**src/design/configure_pkg.sv**
```systemverilog
package configure_pkg;

    // number of 64-bit words held by the SRAM.
    localparam int sram_depth_words = 65536;

    // clocks that each 16-bit beat holds the SRAM pins.
    localparam int beat_cycles = 3;

    localparam int mem_addr_width = 32;
    localparam int mem_data_width = 64;
    localparam int mem_strb_width = mem_data_width / 8;

    // the chip is one halfword wide, so a bus word takes several beats.
    localparam int halfword_width = 16;
    localparam int beats_per_word = mem_data_width / halfword_width;

    // halfword address on the chip pins, 18 bits for the default depth.
    localparam int sram_addr_width = $clog2(sram_depth_words * beats_per_word);

endpackage

```
**src/design/wires_pkg.sv**
```systemverilog
package wires_pkg;

    import configure_pkg::*;

    // request side of the memory bus. a nonzero strobe marks a write.
    typedef struct packed {
        logic mem_valid;
        logic [mem_addr_width-1:0] mem_addr;
        logic [mem_data_width-1:0] mem_wdata;
        logic [mem_strb_width-1:0] mem_wstrb;
    } mem_in_type;

    // response side; error and rdata only mean something while ready is high.
    typedef struct packed {
        logic mem_ready;
        logic mem_error;
        logic [mem_data_width-1:0] mem_rdata;
    } mem_out_type;

    // what the controller puts on the chip. the data pins are split into
    // an output value and a drive enable, the input value comes back apart.
    typedef struct packed {
        logic ce_n;
        logic we_n;
        logic oe_n;
        logic ub_n;
        logic lb_n;
        logic [sram_addr_width-1:0] addr;
        logic [halfword_width-1:0] dq_out;
        logic dq_drive;
    } sram_pins_type;

    // one bus word, seen whole or as halfwords with beat 0 the lowest.
    typedef union packed {
        logic [mem_data_width-1:0] word;
        logic [beats_per_word-1:0][halfword_width-1:0] half;
    } mem_word_type;

endpackage

```
**src/design/mem_arbiter.sv**
```systemverilog
module mem_arbiter (
    input logic clock,
    input logic reset,
    input wires_pkg::mem_in_type fetch_in,
    input wires_pkg::mem_in_type data_in,
    output wires_pkg::mem_out_type fetch_out,
    output wires_pkg::mem_out_type data_out,
    output wires_pkg::mem_in_type ctrl_in,
    input wires_pkg::mem_out_type ctrl_out
);

    typedef enum logic [1:0] {
        grant_none,
        grant_fetch,
        grant_data
    } grant_type;

    grant_type grant;
    grant_type grant_next;

    // the data port wins a tie. once taken, the grant stays with its port
    // until the controller answers.
    always_comb begin
        grant_next = grant;
        case (grant)
            grant_none: begin
                if (data_in.mem_valid) begin
                    grant_next = grant_data;
                end else if (fetch_in.mem_valid) begin
                    grant_next = grant_fetch;
                end
            end
            default: begin
                if (ctrl_out.mem_ready) begin
                    grant_next = grant_none;
                end
            end
        endcase
    end

    always_ff @(posedge clock) begin
        if (reset == 0) begin
            grant <= grant_none;
        end else begin
            grant <= grant_next;
        end
    end

    // forward the granted request and send the answer back to that port.
    // the port without the grant sees a quiet bus.
    always_comb begin
        ctrl_in = '0;
        fetch_out = '0;
        data_out = '0;
        case (grant)
            grant_fetch: begin
                ctrl_in = fetch_in;
                fetch_out = ctrl_out;
            end
            grant_data: begin
                ctrl_in = data_in;
                data_out = ctrl_out;
            end
            default: begin
            end
        endcase
    end

    // an open access keeps its grant until the controller is ready.
    assert property (@(posedge clock) disable iff (reset == 0)
        (grant != grant_none && !ctrl_out.mem_ready) |=> grant == $past(grant));

    // the controller only answers a request that some port was granted.
    assert property (@(posedge clock) disable iff (reset == 0)
        ctrl_out.mem_ready |-> grant != grant_none);

endmodule

```
**src/design/sram_ctrl.sv**
```systemverilog
module sram_ctrl #(
    parameter int beat_cycles = configure_pkg::beat_cycles
) (
    input logic clock,
    input logic reset,
    input wires_pkg::mem_in_type ctrl_in,
    output wires_pkg::mem_out_type ctrl_out,
    output wires_pkg::sram_pins_type sram_pins,
    input logic [configure_pkg::halfword_width-1:0] sram_dq_in
);

    import configure_pkg::*;
    import wires_pkg::*;

    localparam int count_width = (beat_cycles > 1) ? $clog2(beat_cycles) : 1;
    localparam int beat_width = $clog2(beats_per_word);
    localparam int index_width = sram_addr_width - beat_width;
    localparam int word_lsb = $clog2(mem_strb_width);

    localparam logic [count_width-1:0] last_count = count_width'(beat_cycles - 1);
    localparam logic [beat_width-1:0] last_beat = beat_width'(beats_per_word - 1);

    localparam sram_pins_type pins_idle = '{
        ce_n: 1'b1,
        we_n: 1'b1,
        oe_n: 1'b1,
        ub_n: 1'b1,
        lb_n: 1'b1,
        addr: '0,
        dq_out: '0,
        dq_drive: 1'b0
    };

    typedef enum logic [1:0] {
        state_idle,
        state_setup,
        state_beat
    } state_type;

    typedef struct packed {
        state_type state;
        logic [count_width-1:0] counter;
        logic [beat_width-1:0] beat;
        mem_word_type data;
        logic [mem_strb_width-1:0] strb;
        logic [mem_addr_width-1:0] addr;
        logic write;
        logic read;
        logic ready;
        logic error;
        sram_pins_type pins;
    } register_type;

    register_type r, rin, v;

    always_comb begin
        v = r;
        v.ready = 1'b0;
        v.error = 1'b0;

        case (r.state)
            state_idle: begin
                // the request is still held while ready is high.
                if (ctrl_in.mem_valid && !r.ready) begin
                    v.state = state_setup;
                    v.addr = ctrl_in.mem_addr;
                    v.data.word = ctrl_in.mem_wdata;
                    v.strb = ctrl_in.mem_wstrb;
                    v.write = |ctrl_in.mem_wstrb;
                    v.read = ~|ctrl_in.mem_wstrb;
                end
            end
            state_setup: begin
                if (r.addr[mem_addr_width-1:word_lsb] >= sram_depth_words) begin
                    v.state = state_idle;
                    v.ready = 1'b1;
                    v.error = 1'b1;
                end else begin
                    v.state = state_beat;
                    v.beat = '0;
                    v.counter = '0;
                end
            end
            state_beat: begin
                if (r.counter == last_count) begin
                    // the chip has had the whole beat to settle its output.
                    if (r.read) begin
                        v.data.half[r.beat] = sram_dq_in;
                    end
                    v.counter = '0;
                    if (r.beat == last_beat) begin
                        v.state = state_idle;
                        v.ready = 1'b1;
                    end else begin
                        v.beat = r.beat + 1'b1;
                    end
                end else begin
                    v.counter = r.counter + 1'b1;
                end
            end
            default: begin
                v.state = state_idle;
            end
        endcase

        v.pins.ce_n = 1'b1;
        v.pins.we_n = 1'b1;
        v.pins.oe_n = 1'b1;
        v.pins.ub_n = 1'b1;
        v.pins.lb_n = 1'b1;
        v.pins.dq_drive = 1'b0;

        if (v.state == state_beat) begin
            v.pins.ce_n = 1'b0;
            v.pins.addr = {v.addr[word_lsb +: index_width], v.beat};
            if (v.write) begin
                // we_n rises for the last clock of the beat, so the chip
                // latches while address and data are still stable.
                v.pins.we_n = (v.counter == last_count);
                v.pins.ub_n = ~v.strb[{v.beat, 1'b1}];
                v.pins.lb_n = ~v.strb[{v.beat, 1'b0}];
                v.pins.dq_out = v.data.half[v.beat];
                v.pins.dq_drive = ~v.pins.we_n;
            end else begin
                v.pins.oe_n = 1'b0;
                v.pins.ub_n = 1'b0;
                v.pins.lb_n = 1'b0;
            end
        end

        rin = v;
    end

    always_ff @(posedge clock) begin
        r <= rin;
        if (reset == 0) begin
            r.state <= state_idle;
            r.ready <= 1'b0;
            r.error <= 1'b0;
            r.pins <= pins_idle;
        end
    end

    assign ctrl_out.mem_ready = r.ready;
    assign ctrl_out.mem_error = r.error;
    assign ctrl_out.mem_rdata = r.data.word;
    assign sram_pins = r.pins;

    // the chip must never be told to drive and take data at once.
    assert property (@(posedge clock) disable iff (reset == 0)
        !(sram_pins.we_n == 1'b0 && sram_pins.oe_n == 1'b0));

endmodule

```
**src/design/sram_subsystem.sv**
```systemverilog
module sram_subsystem #(
    parameter int beat_cycles = configure_pkg::beat_cycles
) (
    input logic clock,
    input logic reset,
    input wires_pkg::mem_in_type fetch_in,
    input wires_pkg::mem_in_type data_in,
    output wires_pkg::mem_out_type fetch_out,
    output wires_pkg::mem_out_type data_out,
    output wires_pkg::sram_pins_type sram_pins,
    input logic [configure_pkg::halfword_width-1:0] sram_dq_in
);

    import wires_pkg::*;

    mem_in_type ctrl_in;
    mem_out_type ctrl_out;

    mem_arbiter u_mem_arbiter (
        .clock(clock),
        .reset(reset),
        .fetch_in(fetch_in),
        .data_in(data_in),
        .fetch_out(fetch_out),
        .data_out(data_out),
        .ctrl_in(ctrl_in),
        .ctrl_out(ctrl_out)
    );

    // one controller serves whichever port holds the grant.
    sram_ctrl #(
        .beat_cycles(beat_cycles)
    ) u_sram_ctrl (
        .clock(clock),
        .reset(reset),
        .ctrl_in(ctrl_in),
        .ctrl_out(ctrl_out),
        .sram_pins(sram_pins),
        .sram_dq_in(sram_dq_in)
    );

endmodule

```
**config.mk**
```make
export PLATFORM = sky130hd
export DESIGN_NAME = sram_subsystem
export DESIGN_NICKNAME = d
export VERILOG_FILES = /design/src/design/configure_pkg.sv /design/src/design/wires_pkg.sv /design/src/design/mem_arbiter.sv /design/src/design/sram_ctrl.sv /design/src/design/sram_subsystem.sv
export SDC_FILE = /design/constraint.sdc
export NUM_CORES = 1
export LEC_CHECK = 0
export BUFFER_PORTS_ARGS = -buffer_cell sky130_fd_sc_hd__clkbuf_2
export CORE_AREA = 2 2 154 156
export DETAILED_ROUTE_END_ITERATION = 8
export DIE_AREA = 0 0 156 158
export GPL_ROUTABILITY_DRIVEN = 1
export PLACE_DENSITY_LB_ADDON = 0.1
export SLEW_MARGIN = 20
export SYNTH_ARGS = -nofsm -noshare
export SYNTH_HDL_FRONTEND = slang
export SYNTH_SLANG_ARGS = --single-unit
```
**constraint.sdc**
```tcl
create_clock -name clock -period 8.3 [get_ports clock]
set_clock_uncertainty 0.15 [all_clocks]
set_input_delay 0.83 -clock clock [delete_from_list [all_inputs] [get_ports clock]]
set_output_delay 0.83 -clock clock [all_outputs]
set_load 0.01 [all_outputs]
```
; ---- Word level (Yosys, flattened, before mapping)
; Cells that the tools add are included.
[classes]
addsub = 2
n_lt_le_gt_ge = 6
n_eq_ne = 9
mux = 39
n_bitwise = 3
n_reduce_logical = 14
[ops]
columns = op, n
row1 = $pmux W105 S2, 1
row2 = $mux W66, 3
row3 = $pmux W64 S2, 1
row4 = $mux W106, 1
row5 = $bwmux W64, 1
row6 = $mux W64, 1
row7 = $mux W42, 1
row8 = $mux W40, 1
row9 = $bmux W16 S2, 1
row10 = $demux W16 S2, 1
row11 = $mux W16, 2
row12 = $ge A29 B17 Y1 const B, 1
row13 = $mux W2, 12
row14 = $mux W17, 1
row15 = $eq A2 B2 Y1 const B, 6
row16 = $reduce_and A2 Y1, 5
row17 = $lt A3 B4 Y1 const B, 2
row18 = $pmux W4 S2, 1
row19 = $reduce_or A8 Y1, 1
row20 = $lt A2 B3 Y1 const B, 2
row21 = $mux W1, 6
row22 = $pmux W2 S3, 1
row23 = $add A2 B1 Y2 const B, 2
row24 = $bmux W1 S2, 2
row25 = other kinds (11), 17
[word_totals]
ff_bits = 156
inputBits = 228
out_inout_bits = 172
word_cells = 93

; ---- Longest topological paths before layout
; Gate-level depths: netlist of run 1.
[depth]
depth_word = 13
ltp_mapped = 12
depth_no_buf = 8

; ---- Cells and area by module
; A second synthesis of run 1 with hierarchy kept.
[hier_totals]
hier_cells = 1414
area_unflattened_um2 = 12211.7
[modules_own_cells]
columns = mod, n_inst, cells_per_inst, area_per_inst_um2, seq_area_each_um2
row1 = sram_ctrl, 1, 1008, 9302.7, 3163.0
row2 = mem_arbiter, 1, 406, 2909.0, 40.0

; ---- Worst setup path before layout of run 1
; No wires, ideal clock.
[synth_path]
kind = register to output
from = register u_mem_arbiter.grant[1]
to = output port fetch_out[55] in the netlist's numbering
t_arrival_ps = 2065
required_time_ps = 7320
setup_slack_ps = 5255
path_stages_with_launch = 9
path_buffers = 5
path_cell_list = dfxtp_1 > inv_1 > ha_1 > buf_2 > buf_1 > clkbuf_1 > buf_1 > clkbuf_1 > and2_1
[synth_rtl]
columns = item, line
row1 = from (decl), mem_arbiter.sv:18  ; grant_type grant;
row2 = from (signal assigned), mem_arbiter.sv:43  ; grant <= grant_none;
row3 = from (signal assigned), mem_arbiter.sv:45  ; grant <= grant_next;
row4 = to (decl), sram_subsystem.sv:8  ; output wires_pkg::mem_out_type fetch_out,

; ---- Worst setup path in the final report of run 1
[layout_path]
from = register u_mem_arbiter.grant[0]
to = register u_sram_ctrl.r (netlist bit u_sram_ctrl.sram_pins[7])
[layout_via]
elab_chain_cells = 7
word_cells_on_any_way = 14
cone_classes = 3 x eq/ne / 8 x mux / 3 x reduce/logical
[layout_rtl]
columns = item, line
row1 = $eq A2 B2 Y1 / $eq A2 B1 Y1 (equally long branches), mem_arbiter.sv:55  ; case (grant)
row2 = $pmux W105 S2 (*), mem_arbiter.sv:55
row3 = $logic_and A1 B1 Y1, sram_ctrl.sv:64  ; if (ctrl_in.mem_valid && !r.ready) begin
row4 = $mux W106 / $mux W2 (equally long branches), sram_ctrl.sv:64
row5 = $pmux W64 S2 / $pmux W2 S3 (equally long branches), sram_ctrl.sv:61  ; case (r.state)
row6 = $bmux W16 S2 / $eq A2 B2 Y1 (equally long branches), "sram_ctrl.sv:122, sram_ctrl.sv:113"
row7 = $mux W16 (not written as such) / $reduce_and A2 Y1 (equally long branches), --
row8 = to (signal assigned), sram_ctrl.sv:135  ; r <= rin;
row9 = to (decl), sram_ctrl.sv:54  ; register_type r, rin, v;
; Every way passes the cells marked *; elsewhere a longest branch is shown, timed or not. The select of a mux whose other input is x is not followed.
; A chain may end at the register's enable or synchronous reset.

==> results of run 1 <==
## worst register-to-register path, delay by kind of cell, from the launching register on
kind / cells / cell delay [ps]
AND/OR/NAND/NOR: 2 / 1080
AO/OA/AOI/OAI: 4 / 900
buffers and inverters: 3 / 850
adder cells (fa/ha/maj): 1 / 570
flip-flops: 1 / 400
## final timing paths
check / startpoint / end / slack [ps] / depth (start not counted)
max: u_mem_arbiter.grant[0]$_SDFFE_PN0P_ / u_sram_ctrl.sram_pins[7]$_SDFFE_PN0P_ / 4200 / 10
min: u_sram_ctrl.r[81]$_DFF_P_ / u_sram_ctrl.r[81]$_DFF_P_ / 310 / 2
max reg2reg: u_mem_arbiter.grant[0]$_SDFFE_PN0P_ / u_sram_ctrl.sram_pins[7]$_SDFFE_PN0P_ / 4200 / 10
min reg2reg: u_sram_ctrl.r[81]$_DFF_P_ / u_sram_ctrl.r[81]$_DFF_P_ / 310 / 2
## power by group through the flow
| stage | Clock, mW | Combinational, mW | Sequential [mW] |
|---|---|---|---|
| after floorplan | 0 | 0.587 | 1.03 |
| after global placement | 0 | 0.818 | 1.10 |
| after detailed placement | 0 | 0.830 | 1.11 |
| after CTS | 0.801 | 0.834 | 1.09 |
| after global routing | 0.832 | 0.925 | 1.12 |
| final | 0.785 | 0.833 | 1.09 |
## registers in the layout, summed over array words and instances, names as in the netlist
signal                 count
u_mem_arbiter.grant        2
u_sram_ctrl.ctrl_out      66
u_sram_ctrl.sram_pins     40
u_sram_ctrl.r             45
## per-stage QoR
step	hold slack (ps)	cells
floorplan	280	1031
global placement	293	1588
detailed placement	302	1588
CTS	313	1620
global route	341	1620
finish	307	1620
## routing by layer
layer	track usage	share of wire	routed length (um)	up-vias
met5	0	0	0	-
met1	0.294	0.41	12900	4184
met2	0.447	0.51	16000	299
met3	0.0460	0.057	1770	32
li1	-	-	-	4354
met4	0.0677	0.014	448	0
## cells by family after synthesis
group,count (synthesis),synth area share
adders and majority gates,7,0.00970
buffers and inverters,153,0.0839
AOI/OAI and AO/OA,355,0.285
DFF,153,0.355
muxes,88,0.100
and+or+nand+nor,275,0.166
## synth_stat cells, types with 14 or more instances
cell         n
a221oi_1    32
nor2_1      25
clkbuf_1    67
o21ai_0     55
nand2_1     66
mux2_2      19
nor2b_1     18
o22ai_1     31
a22oi_1     64
a21oi_1     21
a311oi_1    16
buf_4       42
mux2i_1     69
edfxtp_1    14
dfxtp_1    139
and2_1     133
buf_2       15
o211ai_1    67
o2111ai_1   17
a21boi_0    31
## area by class of cell
type | count | area [um^2] | area share
Clock buffer | 17 | 425 | 0.0372
Clock inverter | 15 | 181 | 0.0159
Inverter | 15 | 56.3 | 0.00493
Multi-Input combinational cell | 725 | 5140 | 0.450
Sequential cell | 153 | 3200 | 0.280
Tap cell | 290 | 363 | 0.0317
Timing Repair Buffer | 405 | 2060 | 0.180
==> run_summary.xml, run 1 <==
<?xml version="1.0" encoding="UTF-8"?>
<metrics>
  <group name="status">
    <metric name="outcome" unit="">complete, no violations</metric>
  </group>
  <group name="place">
    <metric name="numPortBuffers" unit="">393</metric>
    <metric name="post_dp_cell_area" unit="um^2">10800</metric>
    <metric name="place.detailed.hpwl" unit="mm">22.4</metric>
    <metric name="detailedPlace.worstSlack" unit="ps">4170</metric>
    <metric name="routabilityCongestion" unit="">0.849</metric>
  </group>
  <group name="worst_setup_path">
    <metric name="critical-path-top-cell-by-count" unit="">buf_4</metric>
    <metric name="critical_path.max_fanout" unit="">36</metric>
    <metric name="worst-endpoint-arrival" unit="ps">4220</metric>
    <metric name="cp_slowest_stage_delay" unit="ps">780</metric>
    <metric name="category_of_the_most_critical_setup_path" unit="">register to register</metric>
    <metric name="timing.critical_path.cells" unit="">inv_1, ha_1, nor2b_1, a21oi_1, buf_4, o21ai_0, a211oi_4, buf_4, and2_1, a311oi_1</metric>
    <metric name="setup.worst_path.end_class" unit="">register</metric>
    <metric name="crit_buf_inv" unit="">3</metric>
    <metric name="crit_path_required_time" unit="ps">8420</metric>
    <metric name="path_delay_family" unit="">simple AND/OR/NAND/NOR gates</metric>
    <metric name="standard_cell_with_the_maximum_stage_delay_on_the_critical_path" unit="">and2_1</metric>
    <metric name="setup.worst_path.start_class" unit="">register</metric>
  </group>
  <group name="yosys">
    <metric name="synth_edf_count" unit="">14</metric>
    <metric name="synth.yosys.warnings" unit="">0</metric>
    <metric name="synth_seq_cells" unit="">153</metric>
    <metric name="synthArstFlopShare" unit="">0</metric>
    <metric name="synth_area_leader_cell" unit="">dfxtp_1</metric>
    <metric name="syn_inst" unit="">1031</metric>
    <metric name="post-synth-top-area-fraction" unit="">0.308</metric>
    <metric name="seq_area_frac_synth" unit="">0.355</metric>
    <metric name="syn_avg_cell_area" unit="um^2">8.76</metric>
    <metric name="ys.flop_type" unit="">dfxtp_1</metric>
    <metric name="mappedNetlistNets" unit="">1266</metric>
    <metric name="synthesis.area" unit="um^2">9030</metric>
    <metric name="yosysUniqueCellTypes" unit="">55</metric>
    <metric name="top_cells_by_area_synth" unit="">dfxtp_1, and2_1, mux2i_1, o211ai_1, a22oi_1</metric>
  </group>
  <group name="job">
    <metric name="maxCapViolations" unit="">0</metric>
  </group>
  <group name="route">
    <metric name="drt_first_pass_iters" unit="">5</metric>
    <metric name="detail_route.iter0.violations" unit="">575</metric>
    <metric name="detail_route.wirelength" unit="mm">31.1</metric>
    <metric name="drt.antenna.violating_nets" unit="">0</metric>
    <metric name="avgViaCountPerCell" unit="">5.47</metric>
    <metric name="detail_route.wl_per_cell" unit="um">19.2</metric>
    <metric name="route.vias.total" unit="">8869</metric>
    <metric name="drcViolationCount" unit="">0</metric>
  </group>
  <group name="layout">
    <metric name="postLayoutCoreUtil" unit="">0.496</metric>
    <metric name="n_fill_cell" unit="">2265</metric>
    <metric name="final_common_cell" unit="">clkbuf_2</metric>
    <metric name="share_of_cells_above_drive_strength_1" unit="">0.356</metric>
    <metric name="layout.cells.most_common_list" unit="">clkbuf_2, dfxtp_1, and2_1</metric>
    <metric name="design.final.nets" unit="">1552</metric>
    <metric name="finish.instance_area" unit="um^2">11400</metric>
    <metric name="antenna-diode-count" unit="">0</metric>
    <metric name="synthToLayoutAreaGrowth" unit="%">26.5</metric>
  </group>
  <group name="sta">
    <metric name="max_clock_freq" unit="GHz">0.244</metric>
    <metric name="drv_slew" unit="">0</metric>
    <metric name="totalNegativeSetupSlack" unit="ps">0</metric>
    <metric name="report.final.setup_viol" unit="">0</metric>
    <metric name="finalHoldViolations" unit="">0</metric>
    <metric name="grt_setup_unrepaired" unit="">no</metric>
    <metric name="min_period_over_period" unit="">0.494</metric>
    <metric name="layout_min_cycle_time" unit="ps">4100</metric>
    <metric name="timing.final.ws_setup" unit="ps">4200</metric>
    <metric name="slew-limit-headroom" unit="">0.310</metric>
    <metric name="worst_slew_pin_slew" unit="ps">1040</metric>
  </group>
  <group name="clock_network">
    <metric name="cts_root_buffer_type" unit="">clkbuf_16</metric>
    <metric name="post-cts-setup-buffer-count" unit="">0</metric>
    <metric name="cts_resizes" unit="">0</metric>
    <metric name="inserted_clock_buffers" unit="">17</metric>
    <metric name="worstSkewPairLatency" unit="ps">430</metric>
    <metric name="cts_tree" unit="">done</metric>
    <metric name="cts.reportedPaths.clkPinSlew" unit="ps">80</metric>
    <metric name="cts-root-to-sink-buffers" unit="">2</metric>
    <metric name="ctsHoldBuffers" unit="">0</metric>
    <metric name="ctsHtreeMaxLevel" unit="">4</metric>
    <metric name="tritoncts_sink_count" unit="">153</metric>
  </group>
  <group name="floorplanning">
    <metric name="fp.coreArea" unit="um^2">23100</metric>
    <metric name="die_area" unit="um^2">24600</metric>
    <metric name="rows" unit="">56</metric>
    <metric name="floorplan.io_pins" unit="">400</metric>
    <metric name="initial_core_util" unit="">0.392</metric>
    <metric name="dieWidth" unit="um">156</metric>
    <metric name="dieHeight" unit="um">158</metric>
  </group>
  <group name="power">
    <metric name="totalPowerFinal" unit="mW">2.71</metric>
    <metric name="proportion_of_power_drawn_by_combinational_gates" unit="">0.307</metric>
    <metric name="power_leakage" unit="nW">5.05</metric>
    <metric name="internal_power" unit="mW">1.69</metric>
    <metric name="power.clock.fraction" unit="">0.290</metric>
    <metric name="seq_power_share" unit="">0.403</metric>
    <metric name="p_per_area" unit="nW/um^2">237</metric>
    <metric name="power.ir.vdd_worst" unit="V">0.000106</metric>
    <metric name="switchingPower" unit="mW">1.02</metric>
    <metric name="switching_share" unit="">0.375</metric>
  </group>
  <group name="grt">
    <metric name="global_route.usage.total" unit="">0.245</metric>
    <metric name="antenna_found_initial" unit="">0</metric>
    <metric name="grt_max_degree" unit="">93</metric>
    <metric name="grt_overflow" unit="">0</metric>
    <metric name="wire_length_of_the_first_global_routing_pass" unit="mm">46.6</metric>
    <metric name="first_global_vias" unit="">8308</metric>
  </group>
  <group name="hold_path">
    <metric name="hold_crit_path_type" unit="">register to register</metric>
  </group>
</metrics>
(Power assumes the default switching activity.)
==> run 2: changes to the inputs <==
--- a/config.mk
+++ b/config.mk
@@ -5,6 +5,7 @@
 export SDC_FILE = /design/constraint.sdc
 export NUM_CORES = 1
 export LEC_CHECK = 0
+export ABC_AREA = 1
 export BUFFER_PORTS_ARGS = -buffer_cell sky130_fd_sc_hd__clkbuf_2
 export CORE_AREA = 2 2 154 156
 export DETAILED_ROUTE_END_ITERATION = 8
==> constraint.sdc (replaced) <==
create_clock -name clock -period 3.65 [get_ports clock]
set_clock_uncertainty 0.15 [all_clocks]
set_input_delay 0.365 -clock clock [delete_from_list [all_inputs] [get_ports clock]]
set_output_delay 0.365 -clock clock [all_outputs]
set_load 0.01 [all_outputs]
==> run 2 against run 1 <==
  * Clock power is 120% higher
  * Cell area is 9.3% higher
  * Final cell count is 44% higher
  * Register-to-register slack worse by 3800 ps
  * Worst setup slack worse by 3800 ps
  * Sequential share of layout area is 2.4 points lower
  * Hold slack worse by 250 ps
  * Via count is 27% higher
  * Critical path type unchanged
  * Largest power group unchanged
==> run_summary.xml, run 2 <==
<?xml version="1.0" encoding="UTF-8"?>
<metrics>
  <group name="sta">
    <metric name="worst_slew_pin_slew" unit="ps">948</metric>
    <metric name="min_period_over_period" unit="">0.884</metric>
    <metric name="slew-limit-headroom" unit="">0.367</metric>
    <metric name="max_clock_freq" unit="GHz">0.310</metric>
    <metric name="drv_slew" unit="">0</metric>
    <metric name="grt_setup_unrepaired" unit="">no</metric>
    <metric name="totalNegativeSetupSlack" unit="ps">0</metric>
    <metric name="finalHoldViolations" unit="">0</metric>
    <metric name="layout_min_cycle_time" unit="ps">3230</metric>
    <metric name="timing.final.ws_setup" unit="ps">422</metric>
    <metric name="report.final.setup_viol" unit="">0</metric>
  </group>
  <group name="hold_path">
    <metric name="min-delay-start" unit="">data_in[104]</metric>
    <metric name="min_path_cells" unit="">3</metric>
    <metric name="hold_crit_path_type" unit="">input port to register</metric>
  </group>
  <group name="floorplanning">
    <metric name="rows" unit="">56</metric>
    <metric name="dieHeight" unit="um">158</metric>
    <metric name="initial_core_util" unit="">0.442</metric>
    <metric name="die_area" unit="um^2">24600</metric>
    <metric name="fp.coreArea" unit="um^2">23100</metric>
    <metric name="floorplan.io_pins" unit="">400</metric>
    <metric name="dieWidth" unit="um">156</metric>
  </group>
  <group name="place">
    <metric name="place.detailed.hpwl" unit="mm">27.0</metric>
    <metric name="numPortBuffers" unit="">393</metric>
    <metric name="routabilityCongestion" unit="">0.891</metric>
    <metric name="detailedPlace.worstSlack" unit="ps">478</metric>
    <metric name="placedCellCount" unit="">2296</metric>
  </group>
  <group name="worst_setup_path">
    <metric name="crit_path_required_time" unit="ps">3820</metric>
    <metric name="timing.rr.start" unit="">u_mem_arbiter.grant[0]$_SDFFE_PN0P_</metric>
    <metric name="worst-endpoint-arrival" unit="ps">3400</metric>
    <metric name="r2r.worst_path.cells" unit="">14</metric>
    <metric name="category_of_the_most_critical_setup_path" unit="">register to register</metric>
    <metric name="crit_start" unit="">u_mem_arbiter.grant[0]$_SDFFE_PN0P_</metric>
    <metric name="setup.worst_path.end_class" unit="">register</metric>
    <metric name="setup.worst_path.start_class" unit="">register</metric>
    <metric name="critical_path.max_fanout" unit="">33</metric>
  </group>
  <group name="grt">
    <metric name="wire_length_of_the_first_global_routing_pass" unit="mm">53.1</metric>
    <metric name="grt.met1_usage" unit="">0.369</metric>
    <metric name="first_global_vias" unit="">9570</metric>
    <metric name="global_route.usage.total" unit="">0.279</metric>
    <metric name="grt_max_degree" unit="">168</metric>
    <metric name="global_route_met3_usage" unit="">0.0753</metric>
    <metric name="antenna_found_initial" unit="">0</metric>
    <metric name="grtUsageMet2" unit="">0.453</metric>
    <metric name="grt_overflow" unit="">0</metric>
    <metric name="busiest_metal_layer_after_global_routing" unit="">met2</metric>
  </group>
  <group name="clock_network">
    <metric name="ctsHoldBuffers" unit="">0</metric>
    <metric name="cts-root-to-sink-buffers" unit="">2</metric>
    <metric name="post-cts-setup-buffer-count" unit="">0</metric>
    <metric name="inserted_clock_buffers" unit="">17</metric>
    <metric name="ctsHtreeMaxLevel" unit="">4</metric>
    <metric name="cts_resizes" unit="">0</metric>
    <metric name="tritoncts_sink_count" unit="">153</metric>
    <metric name="cts.reportedPaths.clkPinSlew" unit="ps">70</metric>
    <metric name="cts_tree" unit="">done</metric>
    <metric name="worstSkewPairLatency" unit="ps">420</metric>
    <metric name="cts_root_buffer_type" unit="">clkbuf_16</metric>
  </group>
  <group name="layout">
    <metric name="antenna-diode-count" unit="">0</metric>
    <metric name="layout.cells.most_common_list" unit="">nand2_1, clkbuf_2, inv_1</metric>
    <metric name="n_fill_cell" unit="">2409</metric>
    <metric name="final_common_cell" unit="">nand2_1</metric>
    <metric name="design.final.nets" unit="">2260</metric>
    <metric name="largest_reg_flops" unit="">66</metric>
    <metric name="share_of_cells_above_drive_strength_1" unit="">0.232</metric>
    <metric name="stdcell_count" unit="">2328</metric>
    <metric name="regArea" unit="um^2">3200</metric>
    <metric name="synthToLayoutAreaGrowth" unit="%">22.7</metric>
    <metric name="multi_input_area" unit="um^2">5020</metric>
  </group>
  <group name="power">
    <metric name="power.ir.vdd_worst" unit="V">0.000307</metric>
    <metric name="p_per_area" unit="nW/um^2">451</metric>
    <metric name="power_leakage" unit="nW">7.76</metric>
  </group>
  <group name="route">
    <metric name="detail_route.iter0.violations" unit="">1012</metric>
    <metric name="drt.antenna.violating_nets" unit="">0</metric>
    <metric name="detail_route.wirelength" unit="mm">35.6</metric>
    <metric name="route.vias.total" unit="">11265</metric>
    <metric name="avgViaCountPerCell" unit="">4.84</metric>
    <metric name="drcViolationCount" unit="">0</metric>
    <metric name="drt_first_pass_iters" unit="">5</metric>
    <metric name="detail_route.wl_per_cell" unit="um">15.3</metric>
  </group>
  <group name="yosys">
    <metric name="yosysUniqueCellTypes" unit="">33</metric>
    <metric name="mappedNetlistNets" unit="">1960</metric>
    <metric name="synth.yosys.warnings" unit="">0</metric>
    <metric name="synth_common_cells" unit="">nand2_1, inv_1, nand3_1, nor2_1, dfxtp_1</metric>
    <metric name="synthArstFlopShare" unit="">0</metric>
    <metric name="syn_inst" unit="">1725</metric>
    <metric name="synth_edf_count" unit="">14</metric>
    <metric name="synthMostInstantiatedCell" unit="">nand2_1</metric>
    <metric name="top_cells_by_area_synth" unit="">dfxtp_1, nand2_1, inv_1, nand3_1, nor2_1</metric>
    <metric name="post-synth-top-area-fraction" unit="">0.273</metric>
    <metric name="seq_area_frac_synth" unit="">0.315</metric>
    <metric name="ys.flop_type" unit="">dfxtp_1</metric>
    <metric name="syn_avg_cell_area" unit="um^2">5.90</metric>
    <metric name="synth_area_leader_cell" unit="">dfxtp_1</metric>
    <metric name="synth_seq_cells" unit="">153</metric>
    <metric name="synthesis.area" unit="um^2">10200</metric>
  </group>
  <group name="status">
    <metric name="outcome" unit="">complete, no violations</metric>
  </group>
  <group name="job">
    <metric name="maxCapViolations" unit="">0</metric>
  </group>
</metrics>
## run 2: cell types whose count changed after synthesis, moves of 39 or more
cell | previous run | this run
and2_1 | 133 | 0
inv_1 | 13 | 312
mux2i_1 | 69 | 0
nor2_1 | 25 | 170
nand3_1 | 6 | 178
a22oi_1 | 64 | 0
buf_2 | 15 | 54
o211ai_1 | 67 | 0
nand2_1 | 66 | 593
clkbuf_1 | 67 | 21
## run 2: cell type report
class,count,area share
Multi-Input combinational cell,1120,0.401
Sequential cell,153,0.256
Timing Repair Buffer,416,0.173
Inverter,317,0.0954
Clock buffer,17,0.0340
Tap cell,290,0.0290
Clock inverter,15,0.0104
## run 2: routing by layer
layer	vias to the layer above	routed length, um
li1	5803	-
met1	4960	15800
met2	455	15800
met3	47	3220
met4	0	716
met5	-	0
## run 2: worst max-delay path: stages, from the launching register on
cell and delay, ps:
dfxtp_1 410, inv_1 120, ha_1 490, inv_4 250, nor2_8 80, nand3_4 170, buf_4 360, nand2_1 90
nand3_1 130, nand3_2 180, nor2_4 110, buf_4 320, nand3_1 140, nand2_1 80, inv_1 30
## run 2: cells by family (layout without fill, tap and decap cells)
logic type	after synthesis	count (layout)	share of synthesized area
fa+ha+maj	7	7	0.00860
flops	153	153	0.315
compound gates	149	149	0.0942
simple gates	964	964	0.387
buf+inv	452	765	0.196
## run 2: report_power, final
part | total (mW) | internal [mW] | switching, mW
Clock | 1.69 | 0.895 | 0.793
Combinational | 1.60 | 0.570 | 1.03
Sequential | 2.34 | 2.06 | 0.282
Total | 5.64 | 3.53 | 2.11
## run 2: final timing paths
path                                      endpoint  slack [ps]
min            u_mem_arbiter.grant[1]$_SDFFE_PN0P_          50
max reg2reg  u_sram_ctrl.sram_pins[6]$_SDFFE_PN0P_         420
min reg2reg              u_sram_ctrl.r[60]$_DFF_P_         300
max          u_sram_ctrl.sram_pins[6]$_SDFFE_PN0P_         420
## run 2: stage by stage
| stage | util | hold WS [ps] | power, mW | cell area (um^2) |
|---|---|---|---|---|
| floorplan | - | 280 | 3.33 | 10200 |
| global placement | 0.518 | 289 | 3.92 | 11900 |
| detailed placement | 0.518 | 291 | 3.96 | 11900 |
| CTS | 0.542 | 43.5 | 5.64 | 12500 |
| global route | 0.542 | 65.7 | 5.99 | 12500 |
| finish | 0.542 | 52.9 | 5.64 | 12500 |
